==> src/hw/dcache_pkg.sv <==
`default_nettype none

package dcache_pkg;

    parameter int DCACHE_WAYS = 2;
    parameter int OFFSET_W    = 4;
    parameter int INDEX_W     = 8;
    parameter int TAG_W       = 32 - INDEX_W - OFFSET_W;  // 20
    parameter int LINE_BYTES  = 1 << OFFSET_W;
    parameter int LINE_W      = LINE_BYTES * 8;

    typedef struct packed {
        logic        we;     // 1: store, 0: load
        logic [31:0] addr;
        logic [3:0]  strb;
        logic [31:0] wdata;
    } cpu_req_t;

    typedef struct packed {
        logic             valid;
        logic [TAG_W-1:0] tag;
    } tag_entry_t;

    typedef struct packed {
        logic [31:0]           addr;  // word aligned
        logic [LINE_W-1:0]     data;
        logic [LINE_BYTES-1:0] strb;
    } mem_wr_t;

    typedef struct packed {
        logic                  tag_we;
        tag_entry_t            tag;
        logic [LINE_BYTES-1:0] byte_we;
        logic [LINE_W-1:0]     line;
    } way_wr_t;

    function automatic logic [INDEX_W-1:0] addr_index(logic [31:0] addr);
        return addr[OFFSET_W +: INDEX_W];
    endfunction

    function automatic logic [TAG_W-1:0] addr_tag(logic [31:0] addr);
        return addr[OFFSET_W + INDEX_W +: TAG_W];
    endfunction

    // bits needed to number the ways, never zero
    function automatic int way_idx_w(int ways);
        return (ways > 1) ? $clog2(ways) : 1;
    endfunction

endpackage

`default_nettype wire

==> src/hw/dcache_victim_lfsr.sv <==
`timescale 1ns/1ps
`default_nettype none

module dcache_victim_lfsr
    import dcache_pkg::*;
#(
    parameter int          NUM_WAYS = DCACHE_WAYS,
    parameter logic [15:0] SEED     = 16'hace1
) (
    input  logic                           clk,
    input  logic                           rst,
    output logic [way_idx_w(NUM_WAYS)-1:0] victim
);

    localparam int VICTIM_W = way_idx_w(NUM_WAYS);

    logic [15:0] lfsr_q;

    // galois form, x^16 + x^14 + x^13 + x^11 + 1
    always_ff @(posedge clk) begin
        if (rst) begin
            lfsr_q <= SEED;
        end else begin
            lfsr_q <= (lfsr_q >> 1) ^ (lfsr_q[0] ? 16'hb400 : 16'h0000);
        end
    end

    assign victim = lfsr_q[VICTIM_W-1:0];

endmodule

`default_nettype wire

==> config.mk <==
export PLATFORM = sky130hd
export DESIGN_NAME = dcache_victim_lfsr
export DESIGN_NICKNAME = d
export VERILOG_FILES = /design/src/hw/dcache_pkg.sv /design/src/hw/dcache_victim_lfsr.sv
export SDC_FILE = /design/constraint.sdc
export NUM_CORES = 1
export LEC_CHECK = 0
export BUFFER_PORTS_ARGS = -buffer_cell sky130_fd_sc_hd__clkbuf_2
export CAP_MARGIN = 25
export CORE_AREA = 2 2 39 41
export CTS_CLUSTER_DIAMETER = 40
export DETAILED_ROUTE_END_ITERATION = 16
export DIE_AREA = 0 0 41 43
export PLACE_DENSITY_LB_ADDON = 0.25
export RECOVER_POWER = 50
export SLEW_MARGIN = 20
export SYNTH_ARGS = -nofsm -noshare
export SYNTH_HDL_FRONTEND = slang
export SYNTH_SLANG_ARGS = --single-unit
==> constraint.sdc <==
create_clock -name clk -period 0.8 [get_ports clk]
set_input_delay 0.04 -clock clk [delete_from_list [all_inputs] [get_ports clk]]
set_output_delay 0.04 -clock clk [all_outputs]
set_load 0.01 [all_outputs]
==> impl_metrics.json <==
{
  "clock_skew_ps": 3.161,
  "synth_mux_area_share_pct": 0,
  "wl_um": 637,
  "die_area_um2": 1763,
  "violations": "setup timing",
  "required_ps": 970,
  "vdd_ir_drop_max_mv": 0.9926,
  "start_util_pct": 33.45,
  "arrival_ps": 970,
  "track_usage_pct": 9.524,
  "grt_pass1_wl_um": 1041,
  "drive_above_1_share_pct": 24.39,
  "synthXorXnorAreaFrac_pct": 5.676,
  "syn_to_final_growth_pct": 20.27,
  "synth_warnings": 0,
  "fmax_ghz": 1.249,
  "clockRootBuffer": "clkbuf_4",
  "critical_path_class": "flop to flop",
  "place_hpwl_um": 368.8,
  "top_regs": "lfsr_q: 16 flops",
  "relSlewSlack_pct": 85.43,
  "power_density_nw_per_um2": 2476,
  "cts.reportedPaths.clkPinSlew_ps": 80,
  "fin_ws_ps": -0.9027,
  "wl_per_cell_um": 11.18,
  "critical_path_peak_fanout": 4,
  "io-pin-count": 3,
  "clockBufferDepth": 2,
  "min_period_over_period_pct": 100.1,
  "largest_reg_flops": 16,
  "startpoint_type": "flop",
  "firstDrtPassIters": 1,
  "cts_buffers": 3,
  "h-tree-depth": 1,
  "clk_latency_ps": 280,
  "fin_total_pwr_w": 0.001379,
  "cts_sinks": 16,
  "ys_ff_latch": 16,
  "holdWs_ps": 87.95,
  "io_buffers": 2,
  "syn_nets": 38,
  "synth-seq-area-share_pct": 69.19,
  "worstHoldPathType": "input pin to flop",
  "final_util_pct": 40.24,
  "syn_avg_cell_area_um2": 12.86,
  "yosys.area_share.simple_pct": 22.70,
  "top_register": "lfsr_q",
  "die_h_um": 43,
  "drt.antenna.violating_nets": 0,
  "place_ws_ps": 52.09,
  "final_hold_viol_count": 0,
  "via_count": 231,
  "grt_start_max_net_pins": 17,
  "synth.distinct_cells": 8,
  "tightest_slew_ps": 218.6,
  "outcome": "complete, but fails checks",
  "fillCellCount": 125,
  "drt_iter0_drc": 0,
  "synthesis.area_um2": 462.9,
  "synth_fa_ha_area_share_pct": 0,
  "core_area_um2": 1384,
  "diodes": 0,
  "row_count": 14,
  "globalRouteOverflowTotal": 0,
  "antenna_found_initial": 0,
  "setup_violations": 1,
  "syn_inst": 36,
  "place_congestion": 0.5458,
  "p_leak_nw": 0.2446,
  "dpl.cell_count": 53,
  "num-nets-final": 45,
  "cp-end-kind": "flop",
  "fin_crit_ps": 800.9,
  "fin_cells": 57,
  "synth_compound_gate_area_share_pct": 0,
  "rsz0062_at_grt": "yes",
  "grt_pass1_vias": 255,
  "cts_tree": "built",
  "viasPerCell": 4.053,
  "synth_top_family_by_area": "simple AND/OR/NAND/NOR gates",
  "dieWidth_um": 41,
  "post-route-drc-count": 0,
  "drv_cap": 0,
  "drv_slew": 0
}
## logic make-up after synthesis
kind of cell / Yosys count
xor gates and xnor gates: 3
and+or+nand+nor: 16
buffers and inverters: 1
DFF: 16
## cells in the mapped netlist, drive strengths merged
cell type,number,area (um2)
and2b,6,45.04
buf,1,11.26
nor2,1,3.750
xnor2,3,26.28
nor2b,1,6.260
or2,6,37.54
dfxtp,16,320.3
nand2b,2,12.51
## stage by stage
step | setup TNS, ps | area (um2)
2_1_floorplan | 0 | 462.9
3_3_place_gp | 0 | 481.7
3_5_place_dp | 0 | 481.7
4_1_cts | -14.55 | 535.5
5_1_grt | -74.74 | 556.8
6_report | -0.9027 | 556.8
## worst paths after layout
| check | end | slack [ps] | cells past startpoint | from |
|---|---|---|---|---|
| max | lfsr_q[15]$_SDFF_PP1_ | -0.9 | 2 | lfsr_q[0]$_SDFF_PP1_ |
| min | lfsr_q[12]$_SDFF_PP0_ | 90 | 2 | rst |
| max reg2reg | lfsr_q[15]$_SDFF_PP1_ | -0.9 | 2 | lfsr_q[0]$_SDFF_PP1_ |
| min reg2reg | lfsr_q[5]$_SDFF_PP1_ | 410 | 1 | lfsr_q[6]$_SDFF_PP1_ |
## cells in the final DEF, fill, tap and decap left out
cell type  instances
buf_6              1
and2b_1            6
or2_1              6
xnor2_2            3
clkbuf_2           1
buf_12             1
clkbuf_4           3
nand2b_1           2
nor2b_1            1
dfxtp_4            1
nor2_1             1
dfxtp_1           15
## final cells by class
class / instances / area [um2] / area share (%)
flip-flops and latches: 16 / 324.1 / 58.20
multi-input cells: 19 / 153.9 / 27.64
repair buffers: 3 / 36.28 / 6.517
clock buffers: 3 / 22.52 / 4.045
well taps: 16 / 20.02 / 3.596
## worst max-delay path: stages, from the launching register on
cell	delay (ps)
dfxtp_4	360
buf_12	130
or2_1	210
## power breakdown
part	total (W)	switching (W)	internal, W	leakage (nW)
Sequential	0.000874	0.0000238	0.000850	0.134
Combinational	0.000107	0.0000372	0.0000699	0.0970
Clock	0.000397	0.000223	0.000174	0.0138
## what timing repair did
action / 4_1_cts / 5_1_grt
pin swaps: 1 / 3
setup endpoints to repair: 1 / 5
resized for setup: 3 / 4
hold buffers: 0 / 0
setup buffers: 1 / 0
## layer usage
metal	wire (um)	up-vias	track usage [%]
met3	50	0	7.853
met5	0	-	0
met1	273	107	9.272
met4	0	0	4.000
li1	-	118	-
met2	313	6	14.06
(Power assumes the default switching activity.)
