--- src/hw/dcache_pkg.sv ---
`default_nettype none

package dcache_pkg;

    parameter int DCACHE_WAYS = 2;
    parameter int OFFSET_W    = 4;
    parameter int INDEX_W     = 8;
    parameter int TAG_W       = 32 - INDEX_W - OFFSET_W;  // 20
    parameter int LINE_BYTES  = 1 << OFFSET_W;
    parameter int LINE_W      = LINE_BYTES * 8;

    typedef struct packed {
        logic        we;     // 1: store, 0: load
        logic [31:0] addr;
        logic [3:0]  strb;
        logic [31:0] wdata;
    } cpu_req_t;

    typedef struct packed {
        logic             valid;
        logic [TAG_W-1:0] tag;
    } tag_entry_t;

    typedef struct packed {
        logic [31:0]           addr;  // word aligned
        logic [LINE_W-1:0]     data;
        logic [LINE_BYTES-1:0] strb;
    } mem_wr_t;

    typedef struct packed {
        logic                  tag_we;
        tag_entry_t            tag;
        logic [LINE_BYTES-1:0] byte_we;
        logic [LINE_W-1:0]     line;
    } way_wr_t;

    function automatic logic [INDEX_W-1:0] addr_index(logic [31:0] addr);
        return addr[OFFSET_W +: INDEX_W];
    endfunction

    function automatic logic [TAG_W-1:0] addr_tag(logic [31:0] addr);
        return addr[OFFSET_W + INDEX_W +: TAG_W];
    endfunction

    // bits needed to number the ways, never zero
    function automatic int way_idx_w(int ways);
        return (ways > 1) ? $clog2(ways) : 1;
    endfunction

endpackage

`default_nettype wire

--- src/hw/dcache_ctrl.sv ---
`timescale 1ns/1ps
`default_nettype none

module dcache_ctrl
    import dcache_pkg::*;
#(
    parameter int NUM_WAYS = DCACHE_WAYS
) (
    input  logic                                  clk,
    input  logic                                  rst,

    input  logic                                  req_valid,
    input  cpu_req_t                              req,
    output logic                                  ready,
    output logic                                  data_ok,
    output logic [31:0]                           rdata,

    output logic                                  way_en,
    output logic [INDEX_W-1:0]                    way_index,
    output logic [TAG_W-1:0]                      lookup_tag,
    output way_wr_t [NUM_WAYS-1:0]                way_wr,
    input  logic [NUM_WAYS-1:0]                   way_hit,
    input  logic [NUM_WAYS-1:0][LINE_W-1:0]       way_line,
    input  logic [NUM_WAYS-1:0]                   way_busy,
    input  logic [way_idx_w(NUM_WAYS)-1:0]        victim,

    output logic                                  rd_req,
    output logic [31:0]                           rd_addr,
    input  logic                                  rd_rdy,
    input  logic                                  ret_valid,
    input  logic [LINE_W-1:0]                     ret_data,

    output logic                                  wr_req,
    output mem_wr_t                               wr,
    input  logic                                  wr_rdy
);

    localparam int VICTIM_W = way_idx_w(NUM_WAYS);

    typedef enum logic [2:0] {
        IDLE,
        LOOK_UP,
        READ_REQ,
        READ_WAIT,
        WRITE_REQ
    } state_t;

    state_t              state, next_state;
    cpu_req_t            req_q;
    logic [NUM_WAYS-1:0] hit_q;
    logic                accept;
    logic                any_hit;
    logic [1:0]          word_sel;
    logic [LINE_W-1:0]   hit_line;
    logic [LINE_W-1:0]   src_line;

    assign ready    = (state == IDLE) && !(|way_busy);  // held off while valid bits clear
    assign accept   = req_valid && ready;
    assign any_hit  = |way_hit;
    assign word_sel = req_q.addr[3:2];

    always_ff @(posedge clk) begin
        if (rst) begin
            state <= IDLE;
            hit_q <= '0;
        end else begin
            state <= next_state;
            if (state == LOOK_UP) hit_q <= way_hit;  // kept for the store merge
        end
    end

    always_ff @(posedge clk) begin
        if (accept) req_q <= req;
    end

    always_comb begin
        next_state = state;
        case (state)
            IDLE:      if (accept) next_state = LOOK_UP;
            LOOK_UP: begin
                if (req_q.we) next_state = WRITE_REQ;
                else if (any_hit) next_state = IDLE;
                else next_state = READ_REQ;
            end
            READ_REQ:  if (rd_rdy) next_state = READ_WAIT;
            READ_WAIT: if (ret_valid) next_state = IDLE;
            WRITE_REQ: if (wr_rdy) next_state = IDLE;
            default:   next_state = IDLE;
        endcase
    end

    // tag and data RAMs are read on the accept edge, so lookup sees them in LOOK_UP
    assign way_en     = (state == IDLE) ? accept : 1'b1;
    assign way_index  = (state == IDLE) ? addr_index(req.addr) : addr_index(req_q.addr);
    assign lookup_tag = addr_tag(req_q.addr);

    always_comb begin
        hit_line = '0;
        for (int w = 0; w < NUM_WAYS; w++) begin
            if (way_hit[w]) hit_line |= way_line[w];
        end
    end

    assign src_line = (state == READ_WAIT) ? ret_data : hit_line;
    assign rdata    = src_line[32*word_sel +: 32];

    always_comb begin
        data_ok = 1'b0;
        case (state)
            LOOK_UP:   data_ok = !req_q.we && any_hit;
            READ_WAIT: data_ok = ret_valid;
            WRITE_REQ: data_ok = wr_rdy;
            default:   data_ok = 1'b0;
        endcase
    end

    assign rd_req  = (state == READ_REQ);
    assign rd_addr = {req_q.addr[31:OFFSET_W], {OFFSET_W{1'b0}}};  // line aligned

    // word placed in its lane of the 128-bit write
    assign wr_req  = (state == WRITE_REQ);
    assign wr.addr = {req_q.addr[31:2], 2'b00};
    assign wr.data = LINE_W'(req_q.wdata) << (32 * word_sel);
    assign wr.strb = LINE_BYTES'(req_q.strb) << (4 * word_sel);

    always_comb begin
        for (int w = 0; w < NUM_WAYS; w++) begin
            way_wr[w] = '0;
            if (state == READ_WAIT && ret_valid && victim == VICTIM_W'(w)) begin
                way_wr[w].tag_we  = 1'b1;
                way_wr[w].tag     = '{valid: 1'b1, tag: lookup_tag};
                way_wr[w].byte_we = '1;
                way_wr[w].line    = ret_data;
            end else if (state == WRITE_REQ && wr_rdy && hit_q[w]) begin
                way_wr[w].byte_we = wr.strb;  // tag untouched, bytes merged
                way_wr[w].line    = wr.data;
            end
        end
    end

endmodule

`default_nettype wire

--- config.mk ---
export PLATFORM = sky130hd
export DESIGN_NAME = dcache_ctrl
export DESIGN_NICKNAME = d
export VERILOG_FILES = /design/src/hw/dcache_pkg.sv /design/src/hw/dcache_ctrl.sv
export SDC_FILE = /design/constraint.sdc
export NUM_CORES = 1
export LEC_CHECK = 0
export BUFFER_PORTS_ARGS = -buffer_cell sky130_fd_sc_hd__buf_2
export CORE_AREA = 4 4 420 422
export DETAILED_ROUTE_END_ITERATION = 10
export DIE_AREA = 0 0 424 426
export HOLD_SLACK_MARGIN = 0.08
export SLEW_MARGIN = 20
export SYNTH_ARGS = -nofsm -noshare
export SYNTH_HDL_FRONTEND = slang
export SYNTH_SLANG_ARGS = --single-unit
--- constraint.sdc ---
create_clock -name clk -period 4.4 [get_ports clk]
set_clock_uncertainty 0.1 [all_clocks]
set_input_delay 0.22 -clock clk [delete_from_list [all_inputs] [get_ports clk]]
set_output_delay 0.22 -clock clk [all_outputs]
set_load 0.005 [all_outputs]
==> run_results.csv <==
group,metric,value,unit
status,outcome,"completed",
sta,holdWs,143.6,ps
floorplan,coreArea,0.1731,sq mm
detailed_routing,avgRoutedWirePerCell,36.10,um
worst_setup_path,cp-end-kind,"output port",
layout,drive_above_1_share,0.5694,
grt,grt_max_degree,66,
worst_hold_path,hp-class,"in2reg",
sta,tns,0,ps
power,clockPowerShare,0.328,
clock_tree,postCtsSetupBuffers,0,
sta,period_share,0.8626,
floorplan,dieWidth,424,um
layout,area_growth_syn_to_layout,82.35,%
place,hpwl,141300,um
power,vdd_drop_max,0.1709,mV
detailed_routing,drtIter0Drc,1889,
grt,grt_pass1_wl,191400,um
sta,setup_viol,0,
logic_synthesis,synth_cell_types,46,
place,portBuffers,1060,
layout,layout_common_cells,"buf_2, a22o_1, and2_1",
sta,max_slew_margin,0.3725,
worst_setup_path,slowest_stage,"nand2b_2",
place,dpl-instance-area,0.01745,sq mm
worst_setup_path,crit_fanout,32,
layout,final_area,0.01860,sq mm
clock_tree,clock_latency,420,ps
worst_setup_path,crit_chain,"buf_4, nand2b_2, a221oi_1, o41ai_2, buf_2",
power,seqPwrFrac,0.305,
sta,final_hold_viol_count,0,
detailed_routing,vias,16380,
worst_setup_path,start_kind,"register",
place,gp_congestion,0.9940,
logic_synthesis,synth_top_area_cell,"a22o_1",
logic_synthesis,syn_inst,1118,
clock_tree,clk_path_buf_depth,2,
detailed_routing,ant_nets,0,
floorplan,ios,1069,
grt,antenna_found_initial,94,
logic_synthesis,synth_area,0.01020,sq mm
logic_synthesis,ys_top_cells_by_area,"a22o_1, edfxtp_1, and2_1",
floorplan,die_y,426,um
floorplan,rows,153,
power,swShare,0.4103,
power,p_comb_frac,0.367,
clock_tree,root_buffer,"clkbuf_16",
worst_setup_path,path_class,"reg2out",
clock_tree,path_clk_slew,80,ps
power,power.density,143.0,mW/mm^2
layout,layout.nets,2540,
worst_setup_path,crit_arrival,3480,ps
power,switchingPower,1.091,mW
detailed_routing,firstDrtPassIters,6,
worst_setup_path,worstPathRequired,4080,ps
power,p_int,1.568,mW
clock_tree,cts_repair_resize_count,0,
sta,slew_viol_final,0,
floorplan,initial_core_util,0.05893,
clock_tree,cts_buffers,9,
power,cellLeakagePower,8.829,nW
clock_tree,cts_tree,"yes",
clock_tree,cts_num_sinks,72,
logic_synthesis,syn_avg_cell_area,9.122,sq um
grt,first_global_vias,14680,
floorplan,dieArea,0.1806,sq mm
logic_synthesis,ys_ff_latch,72,
logic_synthesis,ys_warn_count,0,
detailed_routing,drt-vias-per-instance,3.669,
run,cap_viol_max_count,0,
sta,clock.fmax,263.5,MHz
sta,period_minus_slack,3795,ps
logic_synthesis,synth-edff-count,67,
logic_synthesis,synth_ff_type,"edfxtp_1",
grt,gr-total-overflow,0,
detailed_routing,drc,0,
logic_synthesis,async_reset_ff_frac,0,
logic_synthesis,yosysSeqAreaShare,0.2071,
clock_tree,h-tree-depth,3,
sta,rsz0062_at_grt,"no",
logic_synthesis,synth_top_area_frac,0.2473,
worst_setup_path,max_stage_delay,810,ps
grt,grt_use_total,0.1680,
layout,layout_commonest_cell,"buf_2",
detailed_routing,drt-total-wl,161200,um
sta,tightest_slew,937.9,ps
-- cell families after synthesis --
logic type,count (synthesis),synth area share
mux,34,0.07263
other cells,1,0.0003677
buf+inv,249,0.1557
simple gates,275,0.1531
flops,72,0.2071
compound gates,487,0.4111
-- power by group through the flow --
| stage | registers (mW) | logic [mW] | clock network (mW) |
|---|---|---|---|
| 2_1_floorplan | 0.799 | 0.282 | 0 |
| 3_3_place_gp | 0.825 | 0.916 | 0 |
| 5_1_grt | 0.813 | 1.01 | 0.958 |
| 4_1_cts | 0.810 | 0.971 | 0.945 |
| 3_5_place_dp | 0.825 | 0.916 | 0 |
| 6_report | 0.810 | 0.976 | 0.873 |
-- worst max-delay path, delay by kind of cell, from the launching register on --
kind	cells	cell delay (ps)
AND/OR/NAND/NOR	1	810
AO/OA/AOI/OAI	2	730
buffers and inverters	2	760
flip-flops	1	680
-- synthesized netlist by cell type, types with 5 or more instances --
library cell	n
a221oi_1	64
buf_6	28
inv_1	17
o41ai_1	14
dfxtp_1	5
o41ai_2	18
o21ai_0	32
a22o_1	288
and3_1	32
mux4_2	32
edfxtp_1	67
nand2_1	79
buf_2	73
a22oi_1	64
and2_1	139
clkbuf_1	32
nor2_1	5
buf_4	90
buf_1	6
-- registers in the layout, indices dropped and copies added (netlist names) --
name	count
lookup_tag	20
wr	2
hit_q	2
state	3
rd_addr	8
req_q	37
-- cell type report --
cell class                      instances  area, sq um
Antenna cell                           59        147.6
Clock buffer                           10        250.2
Clock inverter                          6        48.80
Fill cell                           20290       154500
Inverter                               19        81.33
Multi-Input combinational cell        802         6559
Sequential cell                        72         2112
Tap cell                             2325         2909
Timing Repair Buffer                 1172         6489
-- worst paths after layout --
check | from | endpoint | slack (ps) | cells past startpoint
max | wr[146]$_DFFE_PP_ | rdata[31] | 600 | 5
min | way_busy[0] | state[0]$_SDFFE_PP0P_ | 140 | 4
max reg2reg | state[0]$_SDFFE_PP0P_ | req_q[9]$_DFFE_PP_ | 1830 | 3
min reg2reg | hit_q[0]$_SDFFE_PP0N_ | hit_q[0]$_SDFFE_PP0N_ | 450 | 2
-- per-stage QoR --
stage,power (mW),cells,utilization,worst slack [ps]
after floorplan,1.082,1123,-,68.67
after global placement,1.741,4320,0.1008,1088
after detailed placement,1.741,4320,0.1008,1026
after CTS,2.726,4406,0.1066,543.6
after global routing,2.782,4438,0.1071,527.8
final,2.659,4465,0.1075,604.5
-- per-layer routing --
metal  up-vias  GRT usage  share of wire
li1       6383          -              -
met1      8450     0.2058           0.39
met2      1289     0.2651           0.46
met3       234    0.06695           0.11
met4        24    0.06018          0.030
met5         -          0         0.0011
-- what timing repair did --
action	4_1_cts	5_1_grt
hold buffers	70	0
setup endpoints to repair	0	0
hold endpoints to repair	72	0
Note: power is estimated with default switching activity, not from simulation.
